## config.mk

```make
export PLATFORM = sky130hd
export DESIGN_NAME = alu_lane
export DESIGN_NICKNAME = d
export VERILOG_FILES = /design/src/source/dual_issue_pkg.sv /design/src/source/alu_lane.sv
export VERILOG_INCLUDE_DIRS = /design/src /design/src/source
export SDC_FILE = /design/constraint.sdc
export NUM_CORES = 2
export LEC_CHECK = 0
export BUFFER_PORTS_ARGS = -buffer_cell sky130_fd_sc_hd__buf_2
export CORE_UTILIZATION = 50
export DETAILED_ROUTE_END_ITERATION = 8
export PLACE_DENSITY_LB_ADDON = 0.15
export SYNTH_ARGS = -nofsm -noshare
export SYNTH_HDL_FRONTEND = slang
export SYNTH_SLANG_ARGS = --single-unit
```

## constraint.sdc

```tcl
create_clock -name clk -period 15.3 [get_ports clk]
set_clock_uncertainty 0.1 [all_clocks]
set_input_delay 0.765 -clock clk [delete_from_list [all_inputs] [get_ports clk]]
set_output_delay 0.765 -clock clk [all_outputs]
set_load 0.01 [all_outputs]
```

## src/source/dual_issue_macros.svh

```systemverilog
`ifndef DUAL_ISSUE_MACROS_SVH
`define DUAL_ISSUE_MACROS_SVH

// data word width
`define XLEN 32

// register index width, 32 registers
`define REG_ADDR_W 5

// issue width, pairing logic assumes two
`define NUM_LANES 2

`endif

```

## src/source/dual_issue_pkg.sv

```systemverilog
`include "dual_issue_macros.svh"

package dual_issue_pkg;

    typedef logic [`XLEN-1:0] word_t;
    typedef logic [`REG_ADDR_W-1:0] reg_addr_t;

    // register format
    typedef struct packed {
        logic [5:0] opcode;
        reg_addr_t  rs;
        reg_addr_t  rt;
        reg_addr_t  rd;
        logic [4:0] shamt;
        logic [5:0] funct;
    } r_fields_t;

    // immediate format
    typedef struct packed {
        logic [5:0]  opcode;
        reg_addr_t   rs;
        reg_addr_t   rt;
        logic [15:0] imm;
    } i_fields_t;

    // opcode picks which view is valid
    typedef union packed {
        r_fields_t r;
        i_fields_t i;
    } instr_u;

    typedef enum logic [3:0] {
        OP_NOP,
        OP_ADDU,
        OP_SUBU,
        OP_AND,
        OP_OR,
        OP_XOR,
        OP_SLT,
        OP_SLL,
        OP_LUI,
        OP_MULTU,
        OP_MTHI,
        OP_MTLO
    } alu_op_e;

endpackage

```

## src/source/alu_lane.sv

```systemverilog
`include "dual_issue_macros.svh"

module alu_lane import dual_issue_pkg::*; (
    input  logic       clk,
    input  logic       reset,
    input  alu_op_e    op,
    input  word_t      a,
    input  word_t      b,
    input  reg_addr_t  wa,
    input  logic       issue_valid,
    output logic       fwd_valid,
    output reg_addr_t  fwd_wa,
    output word_t      fwd_wd,
    output logic       res_valid,
    output reg_addr_t  res_wa,
    output word_t      res_wd,
    output word_t      res_hi,
    output word_t      res_lo,
    output logic [1:0] res_hilo_we
);

    logic [2*`XLEN-1:0] product;
    word_t              result;
    word_t              hi_c;
    word_t              lo_c;
    logic [1:0]         hilo_we;

    assign product = {{`XLEN{1'b0}}, a} * {{`XLEN{1'b0}}, b};

    always_comb begin
        case (op)
            OP_ADDU: result = a + b;
            OP_SUBU: result = a - b;
            OP_AND:  result = a & b;
            OP_OR:   result = a | b;
            OP_XOR:  result = a ^ b;
            OP_SLT:  result = word_t'($signed(a) < $signed(b));
            OP_SLL:  result = a << b[4:0];
            OP_LUI:  result = {b[15:0], 16'h0000};
            default: result = '0;
        endcase
    end

    // hi in bit 1, lo in bit 0
    always_comb begin
        case (op)
            OP_MULTU: hilo_we = 2'b11;
            OP_MTHI:  hilo_we = 2'b10;
            OP_MTLO:  hilo_we = 2'b01;
            default:  hilo_we = 2'b00;
        endcase
        if (!issue_valid) begin
            hilo_we = 2'b00;
        end
    end

    assign hi_c = (op == OP_MTHI) ? a : product[2*`XLEN-1:`XLEN];
    assign lo_c = (op == OP_MTLO) ? a : product[`XLEN-1:0];

    assign fwd_valid = issue_valid && wa != '0;
    assign fwd_wa = wa;
    assign fwd_wd = result;

    always_ff @(posedge clk) begin
        res_wa <= wa;
        res_wd <= result;
        res_hi <= hi_c;
        res_lo <= lo_c;
    end

    always_ff @(posedge clk) begin
        if (reset) begin
            res_valid <= 1'b0;
            res_hilo_we <= 2'b00;
        end else begin
            res_valid <= issue_valid;
            res_hilo_we <= hilo_we;
        end
    end

endmodule

```

; ---- Word level (Yosys, flattened, before mapping)
; Index checks and enable logic that the tools add are counted.
[classes]
shifts = 1
multipliers = 1
muxes = 4
bitwise = 4
n_reduce_logical = 3
magnitude_cmp = 1
eq_ne = 11
n_addsub = 2
[ops]
columns = op, n
row1 = $pmux 32 s8, 1
row2 = $mul 32x32->64, 1
row3 = $mux 32, 2
row4 = $add 32x32->32, 1
row5 = $and 32x32->32, 1
row6 = $lt 32x32->1, 1
row7 = $or 32x32->32, 1
row8 = $shl 32x5->32, 1
row9 = $sub 32x32->32, 1
row10 = $xor 32x32->32, 1
row11 = $eq 4x3->1 const B, 4
row12 = $eq 4x4->1 const B, 4
row13 = $eq 4x2->1 const B, 2
row14 = $pmux 2 s3, 1
row15 = $reduce_bool 5->1, 1
row16 = $eq 4x1->1 const B, 1
row17 = $reduce_or 2->1, 1
row18 = $logic_and 1x1->1, 1
row19 = $not 1->1, 1
[word_totals]
inputBits = 76
register_bits = 104

; ---- Depth between registers and ports, before layout
[depth]
depth_word = 2
mapped_depth = 32
ltp_nobuf = 29

; ---- Worst setup path before layout
; OpenSTA, ideal clock, no wires.
[synth_timing]
path_kind = input port to flip-flop
startpoint = in b[2]
endpoint = reg res_hi[25]
t_arrival_ns = 8.727
path_buffers = 5
required_ns = 15.068
path_stages = 32
setup_ns = 0.132
setup_slack_ns = 6.340
cell_sequence = clkinv_1 > clkbuf_1 > buf_1 > clkbuf_1 > buf_1 > nor2_1 > fa_1 > fa_1 > fa_1 > inv_1 > fa_1 > inv_1 > fa_1 > inv_1 > fa_1 > inv_1 > fa_1 > inv_1 > fa_1 > inv_1 > ha_1 > clkbuf_1 > a2111oi_0 > o21ai_0 > o22ai_1 > nand3_1 > a41o_1 > a21o_1 > a31oi_1 > o21ai_1 > xnor2_1 > a21oi_1
[synth_between]
elab_chain_cells = 2
[synth_rtl]
columns = item, line_no
row1 = from (decl), alu_lane.sv:8  ; input word_t b,
row2 = $mul 32x32->64, alu_lane.sv:28  ; assign product = {{`XLEN{1'b0}}, a} * {{`XLEN{1'b0}}, b};
row3 = $mux 32, alu_lane.sv:57  ; assign hi_c = (op == OP_MTHI) ? a : product[2*`XLEN-1:`XLEN];
row4 = named net hi_c[25], alu_lane.sv:24  ; word_t hi_c;
row5 = to (signal assigned), alu_lane.sv:67  ; res_hi <= hi_c;
row6 = to (decl), alu_lane.sv:17  ; output word_t res_hi,
; The timed path passes the listed nets, and every way through them passes these cells.
; A chain may end at the register's enable or synchronous reset.

; ---- Worst setup path in the final report
[layout_timing]
startpoint = in b[3]
endpoint = reg res_hi[29]
; Same word-level chain as after synthesis.

==> impl_metrics.ini <==
[clock_network]
clkSlewWorstSetupHoldPaths_ns = 0.10
ctsResizeCount = 0
cts_setup_buffers = 0
cts_inserted_buffers = 9
htree_levels = 3
clkSinkCount = 104
clockBufferDepth = 2
cts_tree = yes
ctsHoldBuffers = 0
root_buffer = clkbuf_16

[cells_and_area]
multi_input_area_sq_mm = 0.0341
layout_commonest_cell = inv_1
seqCellArea_sq_mm = 0.00208
layout_common_cells = 958 x inv_1, 898 x fa_1, 754 x nor2_1, 558 x nand2_1, 360 x ha_1
final_nets = 6233
syn_to_final_growth_pct = 5.19
fill_cells = 7838
fin_area_sq_mm = 0.0432
drive_gt1_share_pct = 7.59

[global_route]
antenna_found_initial = 12
gr-usage-all-layers_pct = 40.0
grt_pass1_vias = 36700
grt_first_pass_wirelength_microns = 239000
grt_overflow_total = 0
grt_start_max_net_pins = 48

[timing]
setup_ws_ns = 5.43
max-slew-margin-rel_pct = 12.5
max_slew.worst_pin.slew_ns = 1.31
max_freq_ghz = 0.101
rsz0062_at_grt = false
layout_min_cycle_time_ns = 9.87
final-setup-viol-count = 0
timing.final.hold_violations = 0
setup_tns_ns = 0
drv_slew = 0
period_share_pct = 64.5

[placement]
dpl.hpwl_microns = 122000
post-place-ws_ns = 5.20
io_buffers = 217
dpl_cell_area_sq_mm = 0.0429
gp_congestion = 1.01

[drt]
drc = 0
wl_microns = 163000
first_pass_iters = 7
vias = 36100
viasPerCell = 6.05
avgRoutedWirePerCell_microns = 27.3
first_iter_violations = 4110
ant_nets = 0

[synth]
synth_xor_area_share_pct = 1.37
synth_enable_flop_cells = 0
ys_warn_count = 0
synthMuxAreaShare_pct = 1.94
synth_fa_ha_area_share_pct = 54.8
async_flop_share_pct = 0
ys_types = 79
synth_nets = 6241
yosysSeqAreaShare_pct = 5.07
syn_area_per_cell_sq_um = 8.37
ys.flop_type = dfxtp_1
synth-simple-area-share_pct = 14.7
synth_top_family_by_area = adder cells
synth_cells = 4907
ys_ff_latch = 104
syn_area_sq_mm = 0.0411
synth_compound_area_share_pct = 10.2

[worst_setup_path]
startpoint = b[3]
worstSetupPathType = primary input to flop
cp-endpoint = res_hi[29]
path_max_fanout = 40
cp-start-kind = primary input
slowest_stage = a31oi_1
slowest_delay_ns = 0.96
required_ns = 15.56
crit_path_end_kind = flop
worstPathArrival_ns = 10.13
crit_top_cell = fa_1

[die]
die_y_microns = 289
dieArea_sq_mm = 0.0833
initial_core_util_pct = 50.7
fp-row-count = 104
io_pins = 218
coreArea_sq_mm = 0.0809
die_w_microns = 289

[worst_hold_path]
hold_class = primary input to flop

[job]
maxCapViolCount = 0

[outcome]
status = completed
-- sequential cells by signal (all words and copies together) (netlist names) --
name         flops
res_hilo_we      2
res_hi          32
res_wa           5
res_valid        1
res_lo          32
res_wd          32
-- layout make-up --
class                           count  share of cell area (%)
Antenna cell                        3                  0.0174
Clock buffer                        9                   0.522
Clock inverter                      7                   0.168
Inverter                          978                    8.50
Multi-Input combinational cell   3511                    79.0
Sequential cell                   104                    4.82
Tap cell                         1060                    3.07
Timing Repair Buffer              295                    3.87
-- synth_stat cells (12+ instances only) --
cell,number,area [sq um]
nand4_1,20,125
a221oi_1,28,245
o221ai_1,12,105
and2_1,14,87.6
inv_1,958,3600
nand2b_1,13,81.3
xor2_1,25,219
o21ai_0,117,586
mux2i_1,20,200
xnor2_1,39,342
a31oi_1,26,163
a22oi_1,20,150
ha_1,360,4500
clkinv_1,17,63.8
o31ai_1,15,113
o22ai_1,15,93.8
o21ai_1,15,75.1
o21bai_1,29,218
nand2_1,559,2100
nor2_1,754,2830
a21oi_1,192,961
a21o_1,52,390
nor3_1,27,135
dfxtp_1,104,2080
fa_1,898,18000
o211ai_1,16,120
nand3_1,44,220
clkbuf_1,250,938
a221o_1,16,160
buf_1,47,176
mux4_2,24,541
nor2b_1,16,100
and3_1,13,81.3
buf_2,12,60.1
-- metal layers --
layer	wire, microns	track usage (%)	vias to the layer above
li1	-	-	15000
met1	57100	49.1	18000
met2	72000	60.8	2368
met3	18900	10.5	662
met4	14700	29.7	14
met5	87	0	-
-- worst max-delay path, delay by kind of cell --
kind,cells,cell delay [ns]
buf+inv,10,1.87
xor+xnor,1,0.17
compound gates,8,2.60
fa+ha+maj,9,4.33
simple gates,2,0.35
-- stage by stage --
| stage | utilization (%) | hold slack, ns | cells |
|---|---|---|---|
| 2_1_floorplan | - | 0.693 | 4907 |
| 3_3_place_gp | 53.0 | 0.792 | 5948 |
| 3_5_place_dp | 53.0 | 0.797 | 5948 |
| 4_1_cts | 53.3 | 0.347 | 5964 |
| 5_1_grt | 53.3 | 0.350 | 5965 |
| 6_report | 53.4 | 0.351 | 5967 |
-- worst min-delay path by stage --
stage	startpoint	end	slack, ns	depth (start not counted)
finish	wa[3]	res_wa[3]	0.35	1
global route	wa[3]	res_wa[3]	0.35	1
CTS	wa[3]	res_wa[3]	0.35	1
detailed placement	wa[3]	res_wa[3]	0.80	1
global placement	wa[4]	res_wa[4]	0.79	1
floorplan	wa[0]	res_wa[0]	0.69	0
-- logic make-up after synthesis --
logic type / after synthesis
and+or+nand+nor: 1501
xor gates and xnor gates: 64
DFF: 104
buffers and inverters: 1292
muxes: 49
adders and majority gates: 1258
AOI/OAI and AO/OA: 639
Power is not shown: default switching activity piles up to over one toggle a cycle in this logic, so the estimate is an artifact.
