==> src/source/dual_issue_macros.svh <==
`ifndef DUAL_ISSUE_MACROS_SVH
`define DUAL_ISSUE_MACROS_SVH

// data word width
`define XLEN 32

// register index width, 32 registers
`define REG_ADDR_W 5

// issue width, pairing logic assumes two
`define NUM_LANES 2

`endif

==> src/source/dual_issue_pkg.sv <==
`include "dual_issue_macros.svh"

package dual_issue_pkg;

    typedef logic [`XLEN-1:0] word_t;
    typedef logic [`REG_ADDR_W-1:0] reg_addr_t;

    // register format
    typedef struct packed {
        logic [5:0] opcode;
        reg_addr_t  rs;
        reg_addr_t  rt;
        reg_addr_t  rd;
        logic [4:0] shamt;
        logic [5:0] funct;
    } r_fields_t;

    // immediate format
    typedef struct packed {
        logic [5:0]  opcode;
        reg_addr_t   rs;
        reg_addr_t   rt;
        logic [15:0] imm;
    } i_fields_t;

    // opcode picks which view is valid
    typedef union packed {
        r_fields_t r;
        i_fields_t i;
    } instr_u;

    typedef enum logic [3:0] {
        OP_NOP,
        OP_ADDU,
        OP_SUBU,
        OP_AND,
        OP_OR,
        OP_XOR,
        OP_SLT,
        OP_SLL,
        OP_LUI,
        OP_MULTU,
        OP_MTHI,
        OP_MTLO
    } alu_op_e;

endpackage

==> src/source/issue_unit.sv <==
`include "dual_issue_macros.svh"

module issue_unit import dual_issue_pkg::*; (
    input  logic                  clk,
    input  logic                  reset,
    input  instr_u                instr0,
    input  instr_u                instr1,
    input  logic                  in_valid,
    output logic                  in_ready,
    output reg_addr_t             ra [2*`NUM_LANES],
    input  word_t                 rd [2*`NUM_LANES],
    input  logic [`NUM_LANES-1:0] fwd_valid,
    input  reg_addr_t             fwd_wa [`NUM_LANES],
    input  word_t                 fwd_wd [`NUM_LANES],
    input  logic [`NUM_LANES-1:0] res_valid,
    input  reg_addr_t             res_wa [`NUM_LANES],
    input  word_t                 res_wd [`NUM_LANES],
    output alu_op_e               op [`NUM_LANES],
    output word_t                 a [`NUM_LANES],
    output word_t                 b [`NUM_LANES],
    output reg_addr_t             wa [`NUM_LANES],
    output logic [`NUM_LANES-1:0] issue_valid
);

    localparam logic [5:0] OPC_SPECIAL = 6'h00;
    localparam logic [5:0] OPC_ADDIU   = 6'h09;
    localparam logic [5:0] OPC_SLTI    = 6'h0a;
    localparam logic [5:0] OPC_ANDI    = 6'h0c;
    localparam logic [5:0] OPC_ORI     = 6'h0d;
    localparam logic [5:0] OPC_XORI    = 6'h0e;
    localparam logic [5:0] OPC_LUI     = 6'h0f;
    localparam logic [5:0] FN_SLL      = 6'h00;
    localparam logic [5:0] FN_MTHI     = 6'h11;
    localparam logic [5:0] FN_MTLO     = 6'h13;
    localparam logic [5:0] FN_MULTU    = 6'h19;
    localparam logic [5:0] FN_ADDU     = 6'h21;
    localparam logic [5:0] FN_SUBU     = 6'h23;
    localparam logic [5:0] FN_AND      = 6'h24;
    localparam logic [5:0] FN_OR       = 6'h25;
    localparam logic [5:0] FN_XOR      = 6'h26;
    localparam logic [5:0] FN_SLT      = 6'h2a;

    logic                  held;
    instr_u                held_instr;
    instr_u                slot [`NUM_LANES];
    alu_op_e               dec_op [`NUM_LANES];
    reg_addr_t             dec_wa [`NUM_LANES];
    reg_addr_t             src_a [`NUM_LANES];
    reg_addr_t             src_b [`NUM_LANES];
    logic                  b_imm [`NUM_LANES];
    word_t                 imm [`NUM_LANES];
    word_t                 opnd [2*`NUM_LANES];
    logic                  split;
    logic [`NUM_LANES-1:0] go;

    // a held younger instruction goes out alone on lane 0
    assign slot[0] = held ? held_instr : instr0;
    assign slot[1] = instr1;
    assign in_ready = ~held;

    // unused sources stay at r0 so they never match a destination
    always_comb begin
        for (int i = 0; i < `NUM_LANES; i++) begin
            dec_op[i] = OP_NOP;
            dec_wa[i] = '0;
            src_a[i] = '0;
            src_b[i] = '0;
            b_imm[i] = 1'b0;
            imm[i] = '0;
            if (slot[i].r.opcode == OPC_SPECIAL) begin
                src_a[i] = slot[i].r.rs;
                src_b[i] = slot[i].r.rt;
                dec_wa[i] = slot[i].r.rd;
                case (slot[i].r.funct)
                    FN_ADDU: dec_op[i] = OP_ADDU;
                    FN_SUBU: dec_op[i] = OP_SUBU;
                    FN_AND:  dec_op[i] = OP_AND;
                    FN_OR:   dec_op[i] = OP_OR;
                    FN_XOR:  dec_op[i] = OP_XOR;
                    FN_SLT:  dec_op[i] = OP_SLT;
                    FN_SLL: begin
                        dec_op[i] = OP_SLL;
                        src_a[i] = slot[i].r.rt;
                        src_b[i] = '0;
                        b_imm[i] = 1'b1;
                        imm[i] = word_t'(slot[i].r.shamt);
                    end
                    FN_MULTU: begin
                        dec_op[i] = OP_MULTU;
                        dec_wa[i] = '0;
                    end
                    FN_MTHI, FN_MTLO: begin
                        dec_op[i] = (slot[i].r.funct == FN_MTHI) ? OP_MTHI : OP_MTLO;
                        src_b[i] = '0;
                        dec_wa[i] = '0;
                    end
                    default: begin
                        src_a[i] = '0;
                        src_b[i] = '0;
                        dec_wa[i] = '0;
                    end
                endcase
            end else begin
                src_a[i] = slot[i].i.rs;
                dec_wa[i] = slot[i].i.rt;
                b_imm[i] = 1'b1;
                imm[i] = {{(`XLEN-16){slot[i].i.imm[15]}}, slot[i].i.imm};
                case (slot[i].i.opcode)
                    OPC_ADDIU: dec_op[i] = OP_ADDU;
                    OPC_SLTI:  dec_op[i] = OP_SLT;
                    OPC_ANDI, OPC_ORI, OPC_XORI: begin
                        imm[i] = word_t'(slot[i].i.imm);
                        dec_op[i] = (slot[i].i.opcode == OPC_ANDI) ? OP_AND :
                                    (slot[i].i.opcode == OPC_ORI)  ? OP_OR : OP_XOR;
                    end
                    OPC_LUI: begin
                        dec_op[i] = OP_LUI;
                        src_a[i] = '0;
                        imm[i] = word_t'(slot[i].i.imm);
                    end
                    default: begin
                        src_a[i] = '0;
                        dec_wa[i] = '0;
                    end
                endcase
            end
            ra[2*i] = src_a[i];
            ra[2*i+1] = src_b[i];
        end
    end

    // newest producer wins, lane 1 over lane 0 within a stage
    always_comb begin
        for (int k = 0; k < 2*`NUM_LANES; k++) begin
            opnd[k] = rd[k];
            for (int l = 0; l < `NUM_LANES; l++) begin
                if (res_valid[l] && res_wa[l] == ra[k] && ra[k] != '0) begin
                    opnd[k] = res_wd[l];
                end
            end
            for (int l = 0; l < `NUM_LANES; l++) begin
                if (fwd_valid[l] && fwd_wa[l] == ra[k] && ra[k] != '0) begin
                    opnd[k] = fwd_wd[l];
                end
            end
        end
    end

    // younger reads older's result
    assign split = ~held & in_valid & (dec_wa[0] != '0) &
                   (src_a[1] == dec_wa[0] || src_b[1] == dec_wa[0]);
    assign go[0] = held | in_valid;
    assign go[1] = ~held & in_valid & ~split;

    always_ff @(posedge clk) begin
        for (int l = 0; l < `NUM_LANES; l++) begin
            op[l] <= dec_op[l];
            a[l] <= opnd[2*l];
            b[l] <= b_imm[l] ? imm[l] : opnd[2*l+1];
            wa[l] <= dec_wa[l];
        end
        if (split) begin
            held_instr <= instr1;
        end
    end

    always_ff @(posedge clk) begin
        if (reset) begin
            issue_valid <= '0;
            held <= 1'b0;
        end else begin
            issue_valid <= go;
            held <= split;
        end
    end

endmodule

==> config.mk <==
export PLATFORM = sky130hd
export DESIGN_NAME = issue_unit
export DESIGN_NICKNAME = d
export VERILOG_FILES = /design/src/source/dual_issue_pkg.sv /design/src/source/issue_unit.sv
export VERILOG_INCLUDE_DIRS = /design/src /design/src/source
export SDC_FILE = /design/constraint.sdc
export NUM_CORES = 1
export LEC_CHECK = 0
export ABC_AREA = 1
export ABC_CLOCK_PERIOD_IN_PS = 4250
export BUFFER_PORTS_ARGS = -buffer_cell sky130_fd_sc_hd__buf_2
export CAP_MARGIN = 30
export CORE_AREA = 2 2 198 200
export CTS_CLUSTER_SIZE = 24
export DETAILED_ROUTE_END_ITERATION = 16
export DIE_AREA = 0 0 200 202
export GPL_TIMING_DRIVEN = 0
export PLACE_DENSITY_LB_ADDON = 0.08
export REMOVE_ABC_BUFFERS = 1
export SLEW_MARGIN = 20
export SYNTH_ARGS = -nofsm -noshare
export SYNTH_HDL_FRONTEND = slang
export SYNTH_SLANG_ARGS = --single-unit
==> constraint.sdc <==
create_clock -name clk -period 4.25 [get_ports clk]
set_input_delay 0.85 -clock clk [delete_from_list [all_inputs] [get_ports clk]]
set_output_delay 0.85 -clock clk [all_outputs]
set_load 0.05 [all_outputs]
# After elaboration in Yosys (flattened, before gate mapping)
# Index checks and enable logic that the tools add are counted.
# Widths: inputs -> output; s select.
# classes
eq_ne	48
mux	57
n_bitwise	7
n_reduce_logical	58
# ops
cell	count
$mux 32	23
$eq 5x5->1	18
$mux 5	16
$eq 6x4->1 const B	12
$eq 6x6->1 const B	12
$pmux 4 s9	2
$eq 6x5->1 const B	6
$logic_and 1x1->1	32
$pmux 4 s4	2
$reduce_or 7->1	4
$reduce_bool 5->1	5
$logic_not 6->1	4
$pmux 5 s2	2
$reduce_or 9->1	2
$reduce_or 6->1	2
$reduce_or 5->1	2
$mux 1	8
$mux 4	2
$reduce_or 4->1	2
$mux 3	2
$reduce_or 3->1	2
$and 1x1->1	4
$reduce_or 2->1	2
$not 1->1	2
other kinds (2)	2
# totals
regBits	181
in_bits	347
output_inout_bits	169
wordCells	181

# Depth between registers and ports, before layout
# logic_depth
ltp_word	13
depth_mapped	25
ltp_nobuf	23

# Worst setup path after synthesis
# No wires, ideal clock.
# synth_path
kind	input -> register
startpoint	in instr1[31] (netlist bit)
endpoint	reg held_instr[0] (netlist bit) (enable)
arrival_time_ns	3.834
slack_ns	-0.006
cell_stages	15
path_buffers	0
path_cell_list	nor2_1 inv_1 nor2_1 nand2_1 nand3_1 nor2_1 inv_1 a22oi_1 nand2_2 xor2_1 nor2_1 nand4_1 nand2_1 nand2_1 nor2_1
# synth_rtl
item	line	rtl
from (decl)	issue_unit.sv:7	input instr_u instr1,
to (signal assigned)	issue_unit.sv:163	held_instr <= instr1;
to (decl)	issue_unit.sv:44	instr_u held_instr;

==> results.sh <==
export IMPL_area_delta_synth_final_pct=26.2
export IMPL_synth_avg_cell_area_sq_um=5.40
export IMPL_firstDrtPassIters=6
export IMPL_drt_iter0_markers=2420
export IMPL_syn_inst=2989
export IMPL_rsz0062_at_grt="false"
export IMPL_skew_ns=0.0245
export IMPL_avgViaCountPerCell=5.32
export IMPL_clkSinkCount=181
export IMPL_drv_slew=0
export IMPL_fin_crit_ns=4.04
export IMPL_vias=21100
export IMPL_fill_cells=4121
export IMPL_finalHoldViolCount=0
export IMPL_final_cell_mix="nand2_1 (1112), inv_1 (545), buf_2 (515), nand3_1 (351), nor2_1 (157)"
export IMPL_synth_cell_types=43
export IMPL_routed_wirelength_um=81600
export IMPL_grt_overflow=0
export IMPL_p_per_area_nw_per_um2=252
export IMPL_crit_type="in -> reg"
export IMPL_worstPathRequired_ns=4.66
export IMPL_cp_end_kind="register"
export IMPL_numCtsBuffers=17
export IMPL_worstPathMaxFanout=26
export IMPL_start_util=0.421
export IMPL_ant_nets=0
export IMPL_io_pins=516
export IMPL_insertion_delay_ns=0.49
export IMPL_cts_tree="done"
export IMPL_hold_path_depth=2
export IMPL_regToRegSetupSlack_ns=0.23
export IMPL_ctsHtreeMaxLevel=4
export IMPL_async_flop_share=0
export IMPL_dieHeight_um=202
export IMPL_cts_root_buffer="clkbuf_16"
export IMPL_r2r_start="held$_SDFF_PP0_"
export IMPL_dp_cells=3906
export IMPL_yosys_register_bits=181
export IMPL_yosysTopAreaCell="nand2_1"
export IMPL_grt_max_degree=65
export IMPL_core_sq_um=38300
export IMPL_status="completed"
export IMPL_nets=3764
export IMPL_antenna_found_initial=29
export IMPL_maxCapViolCount=0
export IMPL_grt_busiest_layer="met2"
export IMPL_hold_ws_ns=0.540
export IMPL_route_detailed_drc=0
export IMPL_routedWlPerCell_um=20.6
export IMPL_fin_setup_tns_ns=0
export IMPL_grt_first_pass_wirelength_um=119000
export IMPL_place_congestion=0.959
export IMPL_holdBufCountCts=0
export IMPL_crit_arrival_ns=4.45
export IMPL_num_rows=72
export IMPL_worstRegToRegCells=24
export IMPL_globalRouteMet3Util=0.0963
export IMPL_seq_area_frac_synth=0.245
export IMPL_fin_cells=3968
export IMPL_cp_start_kind="primary input"
export IMPL_port_buffers=515
export IMPL_grt_pass1_vias=20000
export IMPL_design_area_sq_um=20400
export IMPL_placed_area_sq_um=19600
export IMPL_drive_gt1_frac=0.213
export IMPL_synthesis_area_sq_um=16100
export IMPL_synth_top_area_frac=0.261
export IMPL_irDropWorstVdd_mv=0.301
export IMPL_grt_use_met2=0.622
export IMPL_die_x_um=200
export IMPL_fmax_mhz=247
export IMPL_dieArea_sq_um=40400
export IMPL_p_leak_uw=0.0123
export IMPL_min_to="issue_valid[0]$_SDFF_PP0_"
export IMPL_tightest_slew_ns=0.865
export IMPL_clock_path_buffers=2
export IMPL_dp_hpwl_um=59300
export IMPL_gr_usage_all_layers=0.396
export IMPL_yosysWarnings=0
export IMPL_r2r_end="a[46]$_DFF_P_"
export IMPL_grtUsageMet1=0.492
export IMPL_synth_edff_count=32
export IMPL_synthTopCellsByArea="nand2_1 (26%), dfxtp_1 (18%), inv_1 (13%)"
export IMPL_ys_flop_type="dfxtp_1"
export IMPL_utilization=0.532
export IMPL_hp_start="reset"
export IMPL_setup_viol=0
export IMPL_slew_headroom=0.417
export IMPL_final_common_cell="nand2_1"
export IMPL_hold_path_class="in -> reg"
export IMPL_fin_crit_sh=0.951
export IMPL_path_clk_slew_ns=0.08
## worst max-delay path by stage
stage,startpoint,slack (ns),to,cells past startpoint
floorplan,held$_SDFF_PP0_,-1.18,held_instr[0]$_DFFE_PP_,18
global placement,instr1[31],-4.56,a[10]$_DFF_P_,14
detailed placement,instr0[30],-1.16,a[40]$_DFF_P_,16
CTS,held$_SDFF_PP0_,0.02,ra[15],15
global route,held$_SDFF_PP0_,0.02,b[33]$_DFF_P_,22
finish,instr1[3],0.21,a[18]$_DFF_P_,16
## cell families after synthesis
family	share of synthesized area
buffers and inverters	0.186
flip-flops	0.245
AND/OR/NAND/NOR	0.462
XOR/XNOR	0.0179
AO/OA/AOI/OAI	0.0901
## state kept, by name (all words and copies together) (netlist names)
name,count
a,64
b,64
held,1
held_instr,32
issue_valid,2
op,8
wa,10
## cell usage after synthesis, types with 2 or more instances
cell      count
nand2_1    1121
inv_1       548
nand3_1     353
nor2_1      164
dfxtp_1     149
o21ai_0     128
buf_2       100
o21ai_1      69
inv_2        49
nand4_1      43
a21oi_1      41
clkbuf_1     35
edfxtp_1     32
xor2_1       32
nand2_2      21
nor2_2        9
buf_4         8
nor2_4        8
nor3_1        8
buf_1         7
nand3_2       7
o211ai_1      7
a22oi_1       6
o22ai_1       6
o21a_1        5
or2_2         5
nand2_4       4
buf_6         3
nand3_4       3
a211oi_1      2
nor3_2        2
nor4_1        2
o221ai_1      2
## layout make-up
| cell class | count | area, sq um | share of cell area |
|---|---|---|---|
| antenna | 20 | 50.0 | 0.00246 |
| tap | 518 | 648 | 0.0318 |
| clock inverter | 15 | 143 | 0.00701 |
| inverter | 598 | 2260 | 0.111 |
| clock buffer | 17 | 425 | 0.0209 |
| sequential | 181 | 3950 | 0.194 |
| timing repair buffer | 561 | 3470 | 0.171 |
| multi-input combinational | 2058 | 9420 | 0.462 |
## power by group
group	leakage, uW	total, uW	internal (uW)	switching (uW)
sequential	0.00154	1920	1880	44.8
combinational	0.0105	1590	425	1160
clock	0.000269	1610	773	835
## metal layers
metal / wire, um / vias to the layer above
li1: - / 9948
met1: 30900 / 9494
met2: 36600 / 1362
met3: 9610 / 283
met4: 4390 / 16
met5: 100 / -
## stage by stage
stage               setup slack, ns  power [uW]
floorplan                     -1.18        2840
global placement              -4.56        3440
detailed placement            -1.16        3510
CTS                          0.0235        5110
global route                 0.0225        5300
finish                        0.207        5120
## worst max-delay path: stages
cell and delay, ns:
buf_2 0.14, nor2_1 0.24, inv_1 0.13, nor4_4 0.42, inv_1 0.23, o211ai_1 0.30, nand2_2 0.30, nand3_2 0.27
nand4_1 0.10, nor2_1 0.13, nand2_2 0.20, buf_12 0.26, inv_2 0.43, buf_16 0.24, nand2_1 0.06, nand2_1 0.11
## repair_timing
item / 4_1_cts / 5_1_grt
gates resized for setup: 8 / 10
buffers inserted: 4 / 5
cloned: 0 / 1
pin swaps: 3 / 3
endpoints found under the setup margin: 164 / 151
No activity file was read; power rests on OpenSTA's default activity.
