===== src/source/dual_issue_macros.svh =====
`ifndef DUAL_ISSUE_MACROS_SVH
`define DUAL_ISSUE_MACROS_SVH

// data word width
`define XLEN 32

// register index width, 32 registers
`define REG_ADDR_W 5

// issue width, pairing logic assumes two
`define NUM_LANES 2

`endif


===== src/source/dual_issue_pkg.sv =====
`include "dual_issue_macros.svh"

package dual_issue_pkg;

    typedef logic [`XLEN-1:0] word_t;
    typedef logic [`REG_ADDR_W-1:0] reg_addr_t;

    // register format
    typedef struct packed {
        logic [5:0] opcode;
        reg_addr_t  rs;
        reg_addr_t  rt;
        reg_addr_t  rd;
        logic [4:0] shamt;
        logic [5:0] funct;
    } r_fields_t;

    // immediate format
    typedef struct packed {
        logic [5:0]  opcode;
        reg_addr_t   rs;
        reg_addr_t   rt;
        logic [15:0] imm;
    } i_fields_t;

    // opcode picks which view is valid
    typedef union packed {
        r_fields_t r;
        i_fields_t i;
    } instr_u;

    typedef enum logic [3:0] {
        OP_NOP,
        OP_ADDU,
        OP_SUBU,
        OP_AND,
        OP_OR,
        OP_XOR,
        OP_SLT,
        OP_SLL,
        OP_LUI,
        OP_MULTU,
        OP_MTHI,
        OP_MTLO
    } alu_op_e;

endpackage


===== src/source/commit_unit.sv =====
`include "dual_issue_macros.svh"

module commit_unit import dual_issue_pkg::*; (
    input  logic                  clk,
    input  logic                  reset,
    input  logic [`NUM_LANES-1:0] res_valid,
    input  reg_addr_t             res_wa [`NUM_LANES],
    input  word_t                 res_wd [`NUM_LANES],
    input  word_t                 res_hi [`NUM_LANES],
    input  word_t                 res_lo [`NUM_LANES],
    input  logic [1:0]            res_hilo_we [`NUM_LANES],
    output logic [`NUM_LANES-1:0] we,
    output reg_addr_t             wa [`NUM_LANES],
    output word_t                 wd [`NUM_LANES],
    output logic [`NUM_LANES-1:0] commit_valid,
    output reg_addr_t             commit_wa [`NUM_LANES],
    output word_t                 commit_wd [`NUM_LANES],
    output word_t                 hi,
    output word_t                 lo
);

    // writes to r0 are dropped here
    always_comb begin
        for (int l = 0; l < `NUM_LANES; l++) begin
            we[l] = res_valid[l] && res_wa[l] != '0;
            wa[l] = res_wa[l];
            wd[l] = res_wd[l];
            commit_valid[l] = we[l];
            commit_wa[l] = res_wa[l];
            commit_wd[l] = res_wd[l];
        end
    end

    // loop order lets lane 1 override lane 0
    always_ff @(posedge clk) begin
        if (reset) begin
            hi <= '0;
            lo <= '0;
        end else begin
            for (int l = 0; l < `NUM_LANES; l++) begin
                if (res_valid[l] && res_hilo_we[l][1]) begin
                    hi <= res_hi[l];
                end
                if (res_valid[l] && res_hilo_we[l][0]) begin
                    lo <= res_lo[l];
                end
            end
        end
    end

endmodule


===== config.mk =====
export PLATFORM = sky130hd
export DESIGN_NAME = commit_unit
export DESIGN_NICKNAME = d
export VERILOG_FILES = /design/src/source/dual_issue_pkg.sv /design/src/source/commit_unit.sv
export VERILOG_INCLUDE_DIRS = /design/src /design/src/source
export SDC_FILE = /design/constraint.sdc
export NUM_CORES = 1
export LEC_CHECK = 0
export BUFFER_PORTS_ARGS = -buffer_cell sky130_fd_sc_hd__clkbuf_2
export CAP_MARGIN = 10
export CORE_AREA = 2 2 164 166
export DETAILED_ROUTE_END_ITERATION = 10
export DIE_AREA = 0 0 166 168
export PLACE_DENSITY = 0.49
export SLEW_MARGIN = 20
export SYNTH_ARGS = -nofsm -noshare
export SYNTH_HDL_FRONTEND = slang
export SYNTH_SLANG_ARGS = --single-unit

===== constraint.sdc =====
create_clock -name clk -period 2.03 [get_ports clk]
set_input_delay 0.203 -clock clk [delete_from_list [all_inputs] [get_ports clk]]
set_output_delay 0.203 -clock clk [all_outputs]
set_load 0.03 [all_outputs]

After elaboration in Yosys (flattened, before gate mapping)
Index checks and enable logic that the tools add are counted.
- register bits: 64
- input bits: 210
- output and inout bits: 216
- logic and storage cells: 16
- muxes and demuxes: 4
- reduce and logical (&&, ||, !) cells: 10
- operator list (cell ; count):
    $mux 32 ; 4
    $reduce_bool 5->1 ; 2
    $logic_and 1x1->1 ; 6
    $reduce_bool 2->1 ; 2

Depth between registers and ports, before layout
Gate-level depths: netlist of run 1.
- depth after elaboration: 3
- depth in mapped cells: 5

Worst setup path after synthesis of run 1
Ideal clock, no wire load.
- kind: in2out
- from: in res_wa[5] (netlist name)
- to: out we[0]
- data arrival time: 1.216 ns
- required time: 1.827 ns
- slack: 0.611 ns
- cell stages on the path: 3
- buffers on the path: 1
- path through: or4_1 -> o21a_1 -> buf_4
- word-level cells in the longest chain between the ends: 2
- RTL lines (element ; RTL line ; text):
    start: declaration ; commit_unit.sv:7 ; input reg_addr_t res_wa [`NUM_LANES],
    $reduce_bool 5->1 ; commit_unit.sv:25 ; we[l] = res_valid[l] && res_wa[l] != '0;
    $logic_and 1x1->1 ; commit_unit.sv:25 ;
    end: declaration ; commit_unit.sv:12 ; output logic [`NUM_LANES-1:0] we,
No other way between the ends.

Final worst setup path of run 1
- from: in res_wa[1] (netlist name)
- to: out commit_valid[1]
- word-level cells in the longest chain between the ends: 2
- RTL lines (element ; RTL line ; text):
    $reduce_bool 5->1 ; commit_unit.sv:25 ;
    $logic_and 1x1->1 ; commit_unit.sv:25 ;
    end: declaration ; commit_unit.sv:15 ; output logic [`NUM_LANES-1:0] commit_valid,
No other way between the ends.

==> impl_metrics.yaml, run 1 <==
run_status:
  outcome: "finished clean"
floorplan:
  rows: 60
  core_area_um2: 26350
  io_pins: 426
  dieArea_um2: 27890
  fp.dieH_um: 168
  die_x_um: 166
  start_util_pct: 19.28
placed_design:
  portBuffers: 233
  routabilityCongestion: 0.7300
  place_hpwl_um: 12020
layout:
  syn_to_final_growth_pct: 8.151
  fillers: 2944
  drive_gt1_share_pct: 49.41
  layout.nets: 802
  n_antenna_cell: 0
synth:
  yosys_most_used_dff: "dfxtp_1"
  yosysWarningCount: 0
  synth_top_cell_area_share_pct: 25.22
  synth.avg_cell_area_um2: 9.238
  synth_area_leaders: "dfxtp_1 25%, buf_4 25%, a311oi_1 11%"
  synthesis.area_um2: 5081
  synth_cell_types: 17
  synth_common_cells: "168 x buf_4, 64 x a311oi_1, 64 x dfxtp_1, 64 x nand3_1, 62 x a221oi_1"
  synth_top_area_cell: "dfxtp_1"
  async_flop_share_pct: 0
  synthCells: 550
  synth_edf_count: 0
  synth_most_common_cell: "buf_4"
  synth_seq_cells: 64
  ys_seq_area_share_pct: 25.22
  syn_nets: 760
timing:
  tns_ps: 0
  fin_crit_sh_pct: 70.57
  tightestPinTransition_ps: 521.2
  max_clock_freq_mhz: 698.1
  setup_viol: 0
  rsz0062_at_grt: "false"
  slew-limit-headroom_pct: 65.26
  period_needed_ps: 1433
  skew_ps: 0
  drv_slew: 0
  hold_viol_final: 0
routing:
  via_per_inst: 4.704
  drc: 0
  final_antenna_net_count: 0
  avgRoutedWirePerCell_um: 17.92
  first_pass_iters: 4
  drt_iter0_markers: 222
  wl_um: 16810
  via_count: 4412
clock_network:
  cts_max_level: 3
  clk_latency_ps: 340
  cts_hold_buf: 0
  post-cts-setup-buffer-count: 0
  cts_tree: "done"
  numCtsBuffers: 9
  cts_root_buffer: "clkbuf_16"
  cts_sinks: 64
  clockBufferDepth: 2
  path_clk_slew_ps: 60
  cts_resized: 0
pwr:
  ir_drop_mv: 0.2739
  p_leak_uw: 0.002434
  power_density_nw_per_um2: 733.8
  totalPowerFinal_uw: 4032
critical_path:
  worstPathCellList: "clkbuf_2 -> or4_1 -> o21a_1 -> clkbuf_2"
  cp_max_fo: 3
  end_kind: "output pin"
  path_delay_family: "simple AND/OR/NAND/NOR gates"
  cp_slowest_stage_delay_ps: 520
  worst_path_max_delay_cell: "or4_1"
  crit_path_start_kind: "primary input"
  critPathArrivalTime_ps: 1230
  cp_num_buf_inv: 2
  reg2reg_slack_ps: 1150
  crit_top_cell: "clkbuf_2"
  worst_ep_required_time_ps: 1830
  path_class: "in -> out"
flow_run:
  drv_cap: 0
grt:
  antenna_found_initial: 2
  grt_overflow: 0
  grt_max_degree: 65
  grt_pass1_vias: 4168
  grt_usage_pct: 11.56
  grt_pass1_wl_um: 25230
hold_path:
  hp-class: "in -> reg"
[through the flow]
stage          hold slack, ps  util [%]  area, um^2  cells  setup slack, ps
2_1_floorplan           374.5         -        5081    550            611.1
3_3_place_gp            406.3     19.81        5220    922            563.0
3_5_place_dp            406.3     19.81        5220    922            571.0
4_1_cts                 124.4     20.85        5495    938            566.4
5_1_grt                 143.3     20.85        5495    938            528.4
6_report                144.9     20.85        5495    938            597.4
[worst register-to-register path: stages, from the launching register on]
cell      delay, ps
dfxtp_1         340
a21bo_2         230
a311oi_1        230
[path summary, 6_finish.rpt]
check / start / endpoint / depth (start not counted)
max: res_wa[1] / commit_valid[1] / 4
min: res_lo[22] / lo[22] / 3
max reg2reg: hi[18] / hi[18] / 2
min reg2reg: lo[30] / lo[30] / 2
[report_power, final]
part	switching [uW]	internal [uW]	leakage, uW	total, uW
Clock	611	856	0.000128	1470
Sequential	60.2	1370	0.000531	1430
Combinational	699	436	0.00178	1140
[per-layer routing]
layer	vias to the layer above	global-route usage, %	wire length, um
met5	-	0	27
met4	4	6.314	735
met3	65	3.503	1301
met2	224	19.79	8276
met1	2079	12.86	6469
li1	2040	-	-
[area by class of cell]
type / count / area [um^2] / share of cell area, %
multi-input combinational: 264 / 2140 / 38.93
timing repair buffer: 253 / 1373 / 24.98
sequential: 64 / 1281 / 23.32
tap: 341 / 426.7 / 7.764
clock buffer: 11 / 242.7 / 4.417
clock inverter: 5 / 32.53 / 0.5920
[flip-flops by register name, indices dropped and copies added, names as in the netlist]
signal,cells
lo,32
hi,32
[placed cells by master, fill, tap and decap left out]
cell type / n
a21bo_1: 39
a21bo_2: 25
a221oi_1: 62
a22o_2: 2
a311oi_1: 64
and3b_1: 2
buf_12: 4
buf_2: 2
buf_4: 16
buf_6: 1
clkbuf_1: 1
clkbuf_16: 9
clkbuf_2: 230
clkbuf_8: 1
clkinv_2: 2
clkinvlp_4: 3
dfxtp_1: 64
nand2_1: 2
nand3_1: 64
o21a_1: 2
or4_1: 2
[kinds of logic (layout without fill, tap and decap cells)]
| kind of cell | Yosys count | in the layout | share of synthesized area (%) |
|---|---|---|---|
| flops | 64 | 64 | 25.22 |
| simple gates | 70 | 70 | 7.092 |
| compound gates | 194 | 194 | 35.02 |
| buf+inv | 222 | 269 | 32.68 |
(Power assumes the default switching activity.)
==> run 2, diff against run 1 <==
- CORE_AREA: 2 2 164 166 -> 2 2 163 165
- DIE_AREA: 0 0 166 168 -> 0 0 165 167
- PLACE_DENSITY: 0.49 -> 0.51
- clock period: 2.03 -> 1.3 ns (I/O delays scaled with it)
==> run 2 against run 1 <==
Clock power grew 73%; power grew 64%; register-to-register slack worse by 710 ps; via count is 0.95% higher; largest cell class unchanged.
==> impl_metrics.yaml, run 2 (same netlist as run 1, synthesis figures left out) <==
floorplan:
  start_util_pct: 19.72
  dieArea_um2: 27560
  die_x_um: 165
  rows: 59
  fp.dieH_um: 167
  io_pins: 426
  core_area_um2: 25760
timing:
  fin_ws_ps: 42.20
  period_needed_ps: 1258
  slew-limit-headroom_pct: 54.77
  drv_slew: 0
  rsz0062_at_grt: "false"
  tightestPinTransition_ps: 678.5
  skew_ps: 0
  setup_viol: 0
  hold_viol_final: 0
  fin_crit_sh_pct: 96.75
  max_clock_freq_mhz: 795.0
layout:
  fillers: 2840
  final_common_cell: "clkbuf_2"
  syn_to_final_growth_pct: 11.77
  layout.nets: 813
  n_antenna_cell: 0
  top_regs: "hi x32, lo x32"
  final_area_um2: 5679
  final_cell_mix: "226 x clkbuf_2, 64 x nand3_1, 64 x a311oi_1, 64 x dfxtp_1, 62 x a221oi_1"
  drive_gt1_share_pct: 50.82
pwr:
  ir_drop_mv: 0.5351
  p_leak_uw: 0.002533
  power_density_nw_per_um2: 1164
routing:
  drc: 0
  drt_iter0_markers: 221
  via_count: 4454
  via_per_inst: 4.723
  avgRoutedWirePerCell_um: 17.48
  final_antenna_net_count: 0
  first_pass_iters: 5
  wl_um: 16480
hold_path:
  hp-class: "in -> reg"
critical_path:
  cp_max_fo: 3
  path_class: "in -> out"
  critPathArrivalTime_ps: 1130
  reg2reg_slack_ps: 440
  crit_path_start_kind: "primary input"
  worst_ep_required_time_ps: 1170
  end_kind: "output pin"
placed_design:
  post_dp_cell_area_um2: 5345
  pre_cts_slack_ps: -6.458
  place_hpwl_um: 12250
  portBuffers: 233
  routabilityCongestion: 0.7100
clock_network:
  clk_latency_ps: 330
  path_clk_slew_ps: 50
  cts_root_buffer: "clkbuf_16"
  cts_sinks: 64
  cts_max_level: 3
  cts_tree: "done"
  numCtsBuffers: 9
  clockBufferDepth: 2
grt:
  grt_pass1_vias: 4093
  antenna_found_initial: 0
  grt_overflow: 0
  grt_pass1_wl_um: 23960
  grt_usage_pct: 11.38
  grt_max_degree: 74
flow_run:
  drv_cap: 0
run_status:
  outcome: "finished clean"
## run 2: changes by cell type in the layout (fill, tap and decap cells not counted), sizes merged
| cell | delta |
|---|---|
| bufinv | +1 |
| clkbuf | -4 |
| buf | +15 |
| clkinvlp | -1 |
## run 2: cell type report
type	count	area, um^2	area share [%]
Clock buffer	11	252.7	4.450
Clock inverter	5	55.05	0.9694
Tap cell	335	419.2	7.380
Sequential cell	64	1281	22.56
Multi-Input combinational cell	264	2151	37.87
Timing Repair Buffer	264	1520	26.77
## run 2: critical path, stage by stage
cell	delay, ps
clkbuf_2	100
or4_4	530
o21a_4	240
buf_6	130
## run 2: worst paths after layout
check,start,to,cells past startpoint
worst min-delay path,res_hi[50],hi[18],3
worst max register to register,lo[30],lo[30],2
worst min register to register,hi[18],hi[18],2
worst max-delay path,res_wa[5],commit_valid[0],4
## run 2: through the flow
step                      std cells  util [%]  hold WS (ps)  total power [uW]  setup TNS, ps
final                           943     22.04         67.48              6610              0
after global routing            943     22.04         59.69              6933              0
after CTS                       943     21.94         52.95              6740              0
after detailed placement        927     20.75         260.3              4118         -10.09
after global placement          927     20.75         260.3              4115              0
after floorplan                 550         -         301.5              4282              0
## run 2: report_power, final
| group | switching [uW] | leakage, uW | internal, uW |
|---|---|---|---|
| combinational | 1100 | 0.00185 | 727 |
| sequential | 95.6 | 0.000531 | 2140 |
| clock | 966 | 0.000148 | 1580 |
| total | 2160 | 0.00253 | 4450 |
## run 2: repair_timing
item / 4_1_cts / 5_1_grt
setup endpoints to repair: 0 / 4
resized for setup: 0 / 14
hold buffers: 0 / 0
setup buffers: 0 / 0
## run 2: routing by layer
metal	part of all wire, %	GRT usage, %	up-vias
met5	0	0	-
met4	4.8	6.654	0
met3	9.2	3.512	72
met2	49	18.62	228
met1	37	12.96	2086
li1	-	-	2068
==> run 3, diff against run 2 <==
- REMOVE_ABC_BUFFERS: not set -> 1
==> run 3 against run 2 <==
Utilization about the same; global-route usage increased by 9.2 points; combinational power increased by 2%; power decreased by 3.9%; via count increased by 8.2%; sequential share of layout area about the same; non-clock buffer count increased by 2; sequential cell count unchanged; die area unchanged; cell count increased by 0.11%; largest cell class unchanged; highest routed layer is now met5.
==> impl_metrics.yaml, run 3 (same netlist as run 1, synthesis figures left out) <==
timing:
  skew_ps: 0
  hold_viol_final: 0
  holdWs_ps: 67.47
  fin_crit_sh_pct: 98.32
  period_needed_ps: 1278
  fin_ws_ps: 21.78
  drv_slew: 0
  max_clock_freq_mhz: 782.3
  tightestPinTransition_ps: 353.4
  setup_viol: 0
  slew-limit-headroom_pct: 76.44
critical_path:
  critPathArrivalTime_ps: 1150
  r2r_cells: 2
  cp_max_fo: 2
  worst_r2r_endpoint: "lo[30]"
  worst_ep_required_time_ps: 1170
  end_kind: "output pin"
  reg2reg_slack_ps: 410
  crit_path_start_kind: "primary input"
  path_class: "in -> out"
  r2r-start: "lo[30]"
clock_network:
  cts_max_level: 3
  cts_root_buffer: "clkbuf_16"
  cts_hold_buf: 0
  numCtsBuffers: 9
  clockBufferDepth: 2
  cts_sinks: 64
  cts_tree: "done"
  path_clk_slew_ps: 60
  clk_latency_ps: 340
hold_path:
  min-delay-start: "res_hi[20]"
  hp-class: "in -> reg"
  min_path_cells: 3
  hold_end: "hi[20]"
routing:
  wl_um: 29930
  drc: 0
  drt_iter0_markers: 369
  via_per_inst: 5.107
  final_antenna_net_count: 0
  via_count: 4821
  avgRoutedWirePerCell_um: 31.70
  first_pass_iters: 5
flow_run:
  drv_cap: 0
layout:
  final_common_cell: "clkbuf_2"
  final_area_um2: 5667
  syn_to_final_growth_pct: 11.52
  layout.nets: 815
  n_antenna_cell: 0
  final_cell_mix: "225 x clkbuf_2, 64 x nand3_1, 64 x a311oi_1, 64 x dfxtp_1, 62 x a221oi_1"
  drive_gt1_share_pct: 50.57
  fin_util_pct: 22.00
  top_regs: "hi x32, lo x32"
floorplan:
  start_util_pct: 19.72
  fp.dieH_um: 167
  rows: 59
  dieArea_um2: 27560
  io_pins: 426
  core_area_um2: 25760
  die_x_um: 165
grt:
  grt_usage_pct: 20.62
  grt_pass1_vias: 4381
  antenna_found_initial: 0
  grt_overflow: 0
  grt_max_degree: 67
  grt_pass1_wl_um: 38400
pwr:
  power_frac_seq_pct: 35.2
  intPower_uw: 4153
  pwr-share-clk_pct: 35.4
  power_density_nw_per_um2: 1121
  p_leak_uw: 0.002529
  totalPowerFinal_uw: 6354
  swShare_pct: 34.64
  combPwrFrac_pct: 29.4
  power.switching_uw: 2201
  ir_drop_mv: 0.4040
placed_design:
  routabilityCongestion: 0.9370
  post_dp_cell_area_um2: 5388
  place_hpwl_um: 24540
  pre_cts_slack_ps: -35.20
  portBuffers: 233
run_status:
  outcome: "finished clean"
==> run 3: final cells by class <==
type	instances	area [um^2]
repair buffers	266	1560
clock buffers	11	232.7
well taps	335	419.2
fillers	2875	20100
flip-flops and latches	64	1281
multi-input cells	264	2151
clock inverters	4	22.52
==> run 3: how the worst max path moves through the flow <==
stage	start	cells after the start	endpoint	slack, ps
global placement	res_wa[1]	4	we[1]	-40
CTS	res_wa[1]	4	we[1]	-10
detailed placement	res_wa[1]	4	we[1]	-40
global route	res_wa[1]	4	we[1]	-2
floorplan	res_wa[5]	2	commit_valid[0]	150
finish	res_wa[1]	4	we[1]	20
==> run 3: routing by layer <==
| metal | wire, um | global-route usage, % | vias to the layer above |
|---|---|---|---|
| met5 | 175 | 5.818 | - |
| met4 | 880 | 6.578 | 4 |
| met3 | 7210 | 23.74 | 30 |
| met2 | 12980 | 30.31 | 491 |
| met1 | 8680 | 17.49 | 2227 |
| li1 | - | - | 2069 |
==> run 3: what timing repair did <==
item | CTS | global route
endpoints found under the setup margin | 2 | 4
gates resized for setup | 3 | 8
endpoints found under the hold margin | 0 | 0
pin swaps | 0 | 1
setup buffers | 0 | 0
==> run 3: stage by stage <==
step | std cells | setup TNS (ps)
6_report | 944 | 0
5_1_grt | 944 | -1.675
4_1_cts | 944 | -15.82
3_5_place_dp | 929 | -62.96
3_3_place_gp | 929 | -69.81
2_1_floorplan | 328 | 0
==> run 3: power groups by stage <==
stage               Clock [uW]  Sequential, uW  Combinational, uW
global route              2420            2250               2000
global placement             0            2280               1860
detailed placement           0            2280               1860
finish                    2250            2240               1870
floorplan                    0            2600                488
CTS                       2330            2240               1870
==> run 3: critical path: stages <==
cell	delay [ps]
clkbuf_2	90
or4_4	530
o21a_4	260
buf_6	140
